`src/source/rvPkg.sv`:
```
package rvPkg;

    // ############################################################
    // Data widths
    // ############################################################
    typedef logic [31:0] word_t;     // Register, ALU and memory data
    typedef logic [31:0] addr_t;     // Byte address
    typedef logic [31:0] instr_t;
    typedef logic [4:0]  regIdx_t;

    localparam int    NUM_REGS = 32;
    localparam addr_t RESET_PC = 32'h0000_0000;

    // ############################################################
    // Opcodes
    // ############################################################
    localparam logic [6:0] OP_RTYPE  = 7'b0110011;
    localparam logic [6:0] OP_LOAD   = 7'b0000011;
    localparam logic [6:0] OP_IMM    = 7'b0010011;
    localparam logic [6:0] OP_JALR   = 7'b1100111;
    localparam logic [6:0] OP_STORE  = 7'b0100011;
    localparam logic [6:0] OP_JAL    = 7'b1101111;
    localparam logic [6:0] OP_BRANCH = 7'b1100011;
    localparam logic [6:0] OP_LUI    = 7'b0110111;

    // Function codes
    localparam logic [2:0] F3_ADD  = 3'b000;     // Also sub, addi, jalr
    localparam logic [2:0] F3_SLT  = 3'b010;
    localparam logic [2:0] F3_SLTU = 3'b011;
    localparam logic [2:0] F3_XOR  = 3'b100;
    localparam logic [2:0] F3_OR   = 3'b110;
    localparam logic [2:0] F3_AND  = 3'b111;
    localparam logic [2:0] F3_LW   = 3'b010;
    localparam logic [2:0] F3_SW   = 3'b010;
    localparam logic [2:0] F3_BEQ  = 3'b000;
    localparam logic [2:0] F3_BNE  = 3'b001;
    localparam logic [2:0] F3_BLT  = 3'b100;
    localparam logic [2:0] F3_BGE  = 3'b101;

    // ############################################################
    // Control codes
    // ############################################################
    typedef enum logic [2:0] {
        ALU_AND  = 3'b000,
        ALU_OR   = 3'b001,
        ALU_ADD  = 3'b010,
        ALU_XOR  = 3'b011,
        ALU_SLTU = 3'b100,
        ALU_SUB  = 3'b110,
        ALU_SLT  = 3'b111
    } aluOp_t;

    typedef enum logic [2:0] {
        IMM_I = 3'b000,
        IMM_S = 3'b001,
        IMM_B = 3'b010,
        IMM_J = 3'b011,
        IMM_U = 3'b100
    } immSel_t;

    typedef enum logic [1:0] {
        RES_ALU = 2'b00,
        RES_MEM = 2'b01,
        RES_PC4 = 2'b10,
        RES_IMM = 2'b11     // lui
    } resultSel_t;

    typedef enum logic [1:0] {
        PC_PLUS4  = 2'b00,
        PC_TARGET = 2'b01,  // Branch and jal
        PC_ALU    = 2'b10   // jalr
    } pcSel_t;

endpackage

```
`src/source/ctrlIf.sv`:
```
`timescale 1ns/1ps

interface ctrlIf import rvPkg::*; ();

    logic       regWrite;
    logic       memWrite;
    logic       aluSrc;      // 1 selects the immediate
    aluOp_t     aluControl;
    immSel_t    immSrc;
    resultSel_t resultSrc;
    pcSel_t     pcSrc;

    modport drive (
        output regWrite,
        output memWrite,
        output aluSrc,
        output aluControl,
        output immSrc,
        output resultSrc,
        output pcSrc
    );

    modport user (
        input regWrite,
        input memWrite,
        input aluSrc,
        input aluControl,
        input immSrc,
        input resultSrc,
        input pcSrc
    );

endinterface

```
`src/source/controlDecoder.sv`:
```
`timescale 1ns/1ps

module controlDecoder import rvPkg::*; (
    input  logic   rstN,
    input  instr_t instr,
    input  logic   zero,
    input  logic   lessThan,
    ctrlIf.drive   ctrl
);

    logic [6:0] opcode;
    logic [2:0] func3;
    logic       func7b5;

    assign opcode  = instr[6:0];
    assign func3   = instr[14:12];
    assign func7b5 = instr[30];    // Picks sub over add

    // ############################################################
    // Decode table
    // ############################################################
    always_comb begin
        ctrl.regWrite   = 1'b0;
        ctrl.memWrite   = 1'b0;
        ctrl.aluSrc     = 1'b0;
        ctrl.aluControl = ALU_ADD;
        ctrl.immSrc     = IMM_I;
        ctrl.resultSrc  = RES_ALU;
        ctrl.pcSrc      = PC_PLUS4;

        case (opcode)
            OP_RTYPE: begin
                ctrl.regWrite = 1'b1;
                case (func3)
                    F3_ADD:  ctrl.aluControl = func7b5 ? ALU_SUB : ALU_ADD;
                    F3_SLT:  ctrl.aluControl = ALU_SLT;
                    F3_SLTU: ctrl.aluControl = ALU_SLTU;
                    F3_OR:   ctrl.aluControl = ALU_OR;
                    F3_AND:  ctrl.aluControl = ALU_AND;
                    default: ctrl.regWrite   = 1'b0;     // R-type xor not supported
                endcase
            end
            OP_IMM: begin
                ctrl.regWrite = 1'b1;
                ctrl.aluSrc   = 1'b1;
                case (func3)
                    F3_ADD:  ctrl.aluControl = ALU_ADD;
                    F3_SLT:  ctrl.aluControl = ALU_SLT;
                    F3_SLTU: ctrl.aluControl = ALU_SLTU;
                    F3_XOR:  ctrl.aluControl = ALU_XOR;
                    F3_OR:   ctrl.aluControl = ALU_OR;
                    default: ctrl.regWrite   = 1'b0;     // Shifts and andi
                endcase
            end
            OP_LOAD: begin
                ctrl.aluSrc    = 1'b1;
                ctrl.resultSrc = RES_MEM;
                ctrl.regWrite  = (func3 == F3_LW);
            end
            OP_STORE: begin
                ctrl.aluSrc   = 1'b1;
                ctrl.immSrc   = IMM_S;
                ctrl.memWrite = (func3 == F3_SW);
            end
            OP_JAL: begin
                ctrl.regWrite  = 1'b1;
                ctrl.immSrc    = IMM_J;
                ctrl.resultSrc = RES_PC4;
                ctrl.pcSrc     = PC_TARGET;
            end
            OP_JALR: begin
                if (func3 == F3_ADD) begin
                    ctrl.regWrite  = 1'b1;
                    ctrl.aluSrc    = 1'b1;
                    ctrl.resultSrc = RES_PC4;
                    ctrl.pcSrc     = PC_ALU;
                end
            end
            OP_BRANCH: begin
                ctrl.immSrc     = IMM_B;
                ctrl.aluControl = ALU_SUB;
                case (func3)
                    F3_BEQ:  ctrl.pcSrc = zero      ? PC_TARGET : PC_PLUS4;
                    F3_BNE:  ctrl.pcSrc = !zero     ? PC_TARGET : PC_PLUS4;
                    F3_BLT:  ctrl.pcSrc = lessThan  ? PC_TARGET : PC_PLUS4;
                    F3_BGE:  ctrl.pcSrc = !lessThan ? PC_TARGET : PC_PLUS4;
                    default: ctrl.pcSrc = PC_PLUS4;
                endcase
            end
            OP_LUI: begin
                ctrl.regWrite  = 1'b1;
                ctrl.immSrc    = IMM_U;
                ctrl.resultSrc = RES_IMM;
            end
            default: begin
                ctrl.regWrite = 1'b0;     // Unknown opcode falls through to pc + 4
            end
        endcase

        // No state changes while the core sits in reset
        if (!rstN) begin
            ctrl.regWrite = 1'b0;
            ctrl.memWrite = 1'b0;
        end
    end

endmodule

```
`src/source/immGen.sv`:
```
`timescale 1ns/1ps

module immGen import rvPkg::*; (
    input  instr_t  instr,
    input  immSel_t immSrc,
    output word_t   imm
);

    logic sgn;

    assign sgn = instr[31];

    always_comb begin
        case (immSrc)
            IMM_I: imm = {{20{sgn}}, instr[31:20]};
            IMM_S: imm = {{20{sgn}}, instr[31:25], instr[11:7]};
            IMM_B: begin
                imm = {{19{sgn}}, instr[31], instr[7], instr[30:25],
                       instr[11:8], 1'b0};
            end
            IMM_J: begin
                imm = {{11{sgn}}, instr[31], instr[19:12], instr[20],
                       instr[30:21], 1'b0};
            end
            IMM_U:   imm = {instr[31:12], 12'b0};     // Upper 20 bits, low zeros
            default: imm = {{20{sgn}}, instr[31:20]};
        endcase
    end

endmodule

```
`src/source/regFile.sv`:
```
`timescale 1ns/1ps

module regFile import rvPkg::*; (
    input  logic    clk,
    input  regIdx_t rs1,
    input  regIdx_t rs2,
    input  regIdx_t rd,
    ctrlIf.user     ctrl,
    input  word_t   wData,
    output word_t   rs1Data,
    output word_t   rs2Data
);

    word_t regs [NUM_REGS];

    logic wrEn;

    assign wrEn = ctrl.regWrite && (rd != '0);     // x0 never written

    always_ff @(posedge clk) begin
        if (wrEn) begin
            regs[rd] <= wData;
        end
    end

    // Combinational reads, x0 forced to zero
    assign rs1Data = (rs1 == '0) ? '0 : regs[rs1];
    assign rs2Data = (rs2 == '0) ? '0 : regs[rs2];

endmodule

```
`src/source/executeUnit.sv`:
```
`timescale 1ns/1ps

module executeUnit import rvPkg::*; (
    ctrlIf.user   ctrl,
    input  word_t rs1Data,
    input  word_t rs2Data,
    input  word_t imm,
    input  addr_t pc,
    input  word_t memRData,
    output word_t aluResult,
    output word_t result,
    output logic  zero,
    output logic  lessThan
);

    word_t srcA;
    word_t srcB;
    logic  ltSigned;
    logic  ltUnsigned;

    assign srcA = rs1Data;
    assign srcB = ctrl.aluSrc ? imm : rs2Data;

    assign ltSigned   = $signed(srcA) < $signed(srcB);
    assign ltUnsigned = srcA < srcB;

    // ############################################################
    // ALU
    // ############################################################
    always_comb begin
        case (ctrl.aluControl)
            ALU_AND:  aluResult = srcA & srcB;
            ALU_OR:   aluResult = srcA | srcB;
            ALU_ADD:  aluResult = srcA + srcB;
            ALU_XOR:  aluResult = srcA ^ srcB;
            ALU_SUB:  aluResult = srcA - srcB;
            ALU_SLT:  aluResult = {31'b0, ltSigned};
            ALU_SLTU: aluResult = {31'b0, ltUnsigned};
            default:  aluResult = '0;
        endcase
    end

    assign zero     = (aluResult == '0);
    assign lessThan = ltSigned;     // Immune to subtraction overflow

    // Write-back select
    always_comb begin
        case (ctrl.resultSrc)
            RES_ALU: result = aluResult;
            RES_MEM: result = memRData;
            RES_PC4: result = pc + 32'd4;     // Link address
            RES_IMM: result = imm;
            default: result = aluResult;
        endcase
    end

endmodule

```
`src/source/pcUnit.sv`:
```
`timescale 1ns/1ps

module pcUnit import rvPkg::*; (
    input  logic  clk,
    input  logic  rstN,
    ctrlIf.user   ctrl,
    input  word_t imm,
    input  word_t aluResult,
    output addr_t pc
);

    addr_t pcNext;
    addr_t pcPlus4;

    assign pcPlus4 = pc + 32'd4;

    always_comb begin
        case (ctrl.pcSrc)
            PC_PLUS4:  pcNext = pcPlus4;
            PC_TARGET: pcNext = pc + imm;
            PC_ALU:    pcNext = {aluResult[31:1], 1'b0};     // jalr clears bit 0
            default:   pcNext = pcPlus4;
        endcase
    end

    always_ff @(posedge clk or negedge rstN) begin
        if (!rstN) begin
            pc <= RESET_PC;
        end else begin
            pc <= pcNext;
        end
    end

endmodule

```
`src/source/rvCore.sv`:
```
`timescale 1ns/1ps

module rvCore import rvPkg::*; (
    input  logic   clk,
    input  logic   rstN,
    output addr_t  imemAddr,
    input  instr_t imemData,
    output addr_t  dmemAddr,
    output word_t  dmemWData,
    output logic   dmemWe,
    input  word_t  dmemRData
);

    ctrlIf ctrlBus ();

    addr_t pc;
    word_t imm;
    word_t rs1Data;
    word_t rs2Data;
    word_t aluResult;
    word_t result;
    logic  zero;
    logic  lessThan;

    // ############################################################
    // Units
    // ############################################################
    controlDecoder uDecoder (
        .rstN     (rstN),
        .instr    (imemData),
        .zero     (zero),
        .lessThan (lessThan),
        .ctrl     (ctrlBus.drive)
    );

    immGen uImmGen (
        .instr  (imemData),
        .immSrc (ctrlBus.immSrc),
        .imm    (imm)
    );

    regFile uRegFile (
        .clk     (clk),
        .rs1     (imemData[19:15]),
        .rs2     (imemData[24:20]),
        .rd      (imemData[11:7]),
        .ctrl    (ctrlBus.user),
        .wData   (result),
        .rs1Data (rs1Data),
        .rs2Data (rs2Data)
    );

    executeUnit uExecute (
        .ctrl      (ctrlBus.user),
        .rs1Data   (rs1Data),
        .rs2Data   (rs2Data),
        .imm       (imm),
        .pc        (pc),
        .memRData  (dmemRData),
        .aluResult (aluResult),
        .result    (result),
        .zero      (zero),
        .lessThan  (lessThan)
    );

    pcUnit uPc (
        .clk       (clk),
        .rstN      (rstN),
        .ctrl      (ctrlBus.user),
        .imm       (imm),
        .aluResult (aluResult),
        .pc        (pc)
    );

    assign imemAddr  = pc;
    assign dmemAddr  = aluResult;     // Base plus offset
    assign dmemWData = rs2Data;
    assign dmemWe    = ctrlBus.memWrite;

endmodule

```
`config.mk`:
```
export PLATFORM = sky130hd
export DESIGN_NAME = rvCore
export DESIGN_NICKNAME = d
export VERILOG_FILES = /design/src/source/rvPkg.sv /design/src/source/ctrlIf.sv /design/src/source/controlDecoder.sv /design/src/source/immGen.sv /design/src/source/regFile.sv /design/src/source/executeUnit.sv /design/src/source/pcUnit.sv /design/src/source/rvCore.sv
export SDC_FILE = /design/constraint.sdc
export NUM_CORES = 2
export LEC_CHECK = 0
export BUFFER_PORTS_ARGS = -buffer_cell sky130_fd_sc_hd__buf_2
export CORE_ASPECT_RATIO = 2
export CORE_MARGIN = 2
export CORE_UTILIZATION = 63
export DETAILED_ROUTE_END_ITERATION = 6
export PLACE_DENSITY = 0.8
export SLEW_MARGIN = 20
export SYNTH_ARGS = -nofsm -noshare
export SYNTH_HDL_FRONTEND = slang
export SYNTH_SLANG_ARGS = --single-unit
```
`constraint.sdc`:
```
create_clock -name clk -period 7.2 [get_ports clk]
set_input_delay 0.72 -clock clk [delete_from_list [all_inputs] [get_ports clk]]
set_output_delay 0.72 -clock clk [all_outputs]
set_load 0.05 [all_outputs]
```
==> results.yml <==
pwr:
  seqPwrFrac_pct: 38.8
  p_leak_nw: 25.7
  p_switching_mw: 7.22
  intPower_mw: 12.9
  powerDensity_nw_per_um2: 279
  p_sw_share_pct: 35.9
  p_clk_share_pct: 26.9
  combPwrFrac_pct: 34.2
  ir_drop_uv: 395
detailed_routing:
  drc: 97
  wl_um: 268000
  postRouteAntennaNets: 0
  routed_via_density: 8.30
  avgRoutedWirePerCell_um: 46.5
  vias: 47900
  drtIter0Drc: 8999
  first_pass_iters: 7
floorplan:
  start_util_pct: 63.3
  die_w_um: 218
  die_area_um2: 94400
  die_h_um: 432
  num_rows: 157
  core-area_um2: 91300
  io_pins: 163
logic_synthesis:
  netlist_instances: 3621
  synthMuxAreaShare_pct: 25.7
  ys_dominant_reg_cell: "edfxtp_1"
  yosysUniqueCellTypes: 111
  synth_top_family_by_area: "multiplexers"
  yosys.area.top_type: "edfxtp_1"
  ys_seq_elements: 1056
  synth-compound-area-share_pct: 7.58
  yosysWarningCount: 0
  synth-xor-area-share_pct: 1.08
  synth_adder_area_share_pct: 2.94
  ys_seq_area_share_pct: 54.6
  synthSimpleGateAreaFrac_pct: 5.49
  synth_area_leaders: "edfxtp_1, mux4_2, ha_1"
  async_flop_share_pct: 3.03
  netlist_area_um2: 57800
  synth_edf_count: 1024
  synth.top_cell.area_share_pct: 53.2
  synth.avg_cell_area_um2: 16.0
timing:
  slew_viol_final: 0
  setup_ws_ps: -176
  fin_worst_skew_ps: 65.5
  timing.final.crit_share_pct: 102
  worstMarginPinSlew_ps: 1290
  fin_crit_ps: 7380
  slew_headroom_pct: 13.9
  hold_violations: 0
  setup_viol: 31
  max_freq_ghz: 0.136
  rsz0062_at_grt: "yes"
grt:
  grt_first_pass_wirelength_um: 356000
  antenna_found_initial: 19
  grt_pass1_vias: 47400
  grt_usage_pct: 55.6
  gr-total-overflow: 0
  grt_max_degree: 39
cts:
  clk_path_buf_depth: 3
  cts_buffers: 89
  htreeDepth: 3
  ctsHoldBuffers: 0
  cts_root_buffer: "clkbuf_16"
  clock_sinks: 1056
  cts_tree: "yes"
  path_clk_slew_ps: 80
  insertion_delay_ps: 760
critical_path:
  crit_path_end_kind: "flip-flop"
  critPathLaunch: "imemData[20]"
  crit_path_top_delay_cell: "mux4_2"
  cp_top_family: "compound AO/OA/AOI/OAI gates"
  crit_top_cell: "buf_4"
  critPathMaxFanout: 13
  crit_required_ps: 7820
  path_buf_inv: 9
  cp.arrival_ps: 7990
  setup.worst_path.class: "primary input to flip-flop"
  r2r-start: "uRegFile.regs[16][8]"
  slowest_delay_ps: 620
  cp-start-kind: "primary input"
place:
  io_buffer_count: 162
  dp_cells: 5504
  dpl_cell_area_um2: 66800
  dp_hpwl_um: 159000
  gp_congestion: 1.11
layout:
  stdcell_area_um2: 72000
  fillCellCount: 4804
  multi_input_area_um2: 26600
  drive_gt1_share_pct: 46.4
  instances_no_fill: 5774
  seq_area_um2: 31600
  areaGrowthSynthToFinish_pct: 24.6
  nNetsFinal: 4686
min_path:
  hold_path_class: "primary input to async pin"
outcome:
  status: "complete, but fails checks"
  violations: "design-rule violations, negative setup slack"
job:
  maxCapViolCount: 0
[state kept, by name (all words and copies together) (netlist names)]
register       cells
uRegFile.regs   1024
uPc.pc            32
[synthesized netlist by cell type, types with 15 or more instances]
cell type / count
o31ai_1: 23
a21oi_1: 168
o211ai_1: 17
nand2b_1: 45
nor2_1: 220
nand4_1: 15
edfxtp_1: 1024
a31oi_1: 20
a21o_1: 51
mux4_2: 640
o21a_1: 18
dfrtp_1: 32
a221o_1: 16
xnor2_1: 46
o21bai_1: 20
nand2_1: 182
a211oi_1: 21
a221oi_1: 33
buf_2: 17
nand3_1: 39
clkbuf_1: 170
nor3_1: 30
xor2_1: 25
nor2b_1: 18
ha_1: 131
o21ai_0: 93
mux2i_1: 36
a22oi_1: 15
and3_1: 15
buf_1: 65
inv_1: 120
[routing by layer]
layer | GRT usage, % | routed length (µm)
met1 | 56.7 | 68700
met2 | 83.4 | 118000
met3 | 23.1 | 41800
met4 | 56.4 | 39500
met5 | 0.635 | 457
[final cells by class]
class	instances	area share, %
inverter	122	0.636
tap	1192	2.07
sequential	1056	43.8
clock buffer	100	3.15
clock inverter	65	1.11
timing repair buffer	1007	12.3
multi-input combinational	2210	36.9
antenna	22	0.0764
[worst paths after layout]
path | depth (start not counted) | endpoint | slack, ps
max | 31 | uPc.pc[13] | -180
min | 2 | uPc.pc[9] | 50
max reg2reg | 28 | uPc.pc[13] | -170
min reg2reg | 2 | uPc.pc[0] | 590
max in group asynchronous | 2 | uPc.pc[28] | 6740
min in group clk | 4 | uRegFile.regs[26][0] | 520
[logic make-up (layout without fill, tap and decap cells)]
| logic type | after synthesis | after routing |
|---|---|---|
| AND/OR/NAND/NOR | 659 | 659 |
| buffers and inverters | 386 | 1294 |
| adder cells (fa/ha/maj) | 134 | 134 |
| XOR/XNOR | 71 | 71 |
| flip-flops | 1056 | 1056 |
| multiplexers | 683 | 683 |
| other | 1 | 54 |
| AO/OA/AOI/OAI | 631 | 631 |
[timing repair]
action / CTS / global route
gates resized for setup: 112 / 129
setup endpoints to repair: 33 / 34
gates cloned: 5 / 5
buffers inserted: 31 / 43
pin swaps: 16 / 32
[power groups by stage]
stage	Clock, mW	Combinational (mW)	Sequential, mW
floorplan	0	3.03	8.05
global placement	0	5.92	7.91
detailed placement	0	6.04	7.92
CTS	5.23	6.24	7.80
global route	5.50	6.96	7.80
finish	5.42	6.89	7.81
[through the flow]
step           hold slack (ps)  setup WS [ps]  utilization (%)  setup TNS [ps]  total power, mW
4_1_cts                   45.1          -12.5             77.6           -21.7             19.3
3_3_place_gp               562          -1260             73.1          -37310             13.8
5_1_grt                   89.5           -261             78.8           -4940             20.3
3_5_place_dp               564          -1300             73.2          -38400             14.0
2_1_floorplan              424           8.65                -               0             11.1
6_report                  45.9           -176             78.8           -2470             20.1
[placed cells by master, fill, tap and decap left out, types with 25 or more instances in the layout]
cell type / netlist / final
buf_4: 7 / 717
clkbuf_16: 0 / 94
nor2_1: 220 / 162
nand3_1: 39 / 37
xnor2_1: 46 / 45
inv_1: 120 / 114
mux4_2: 640 / 640
dfrtp_1: 32 / 32
edfxtp_1: 1024 / 1024
a21o_1: 51 / 49
buf_2: 17 / 151
buf_12: 0 / 91
conb_1: 1 / 32
a21oi_1: 168 / 129
o21ai_0: 93 / 68
a21oi_2: 3 / 37
ha_1: 131 / 104
xor2_1: 25 / 25
nand2_1: 182 / 180
nor2_4: 0 / 42
nand2b_1: 45 / 43
Note: power is estimated with default switching activity, not from simulation.
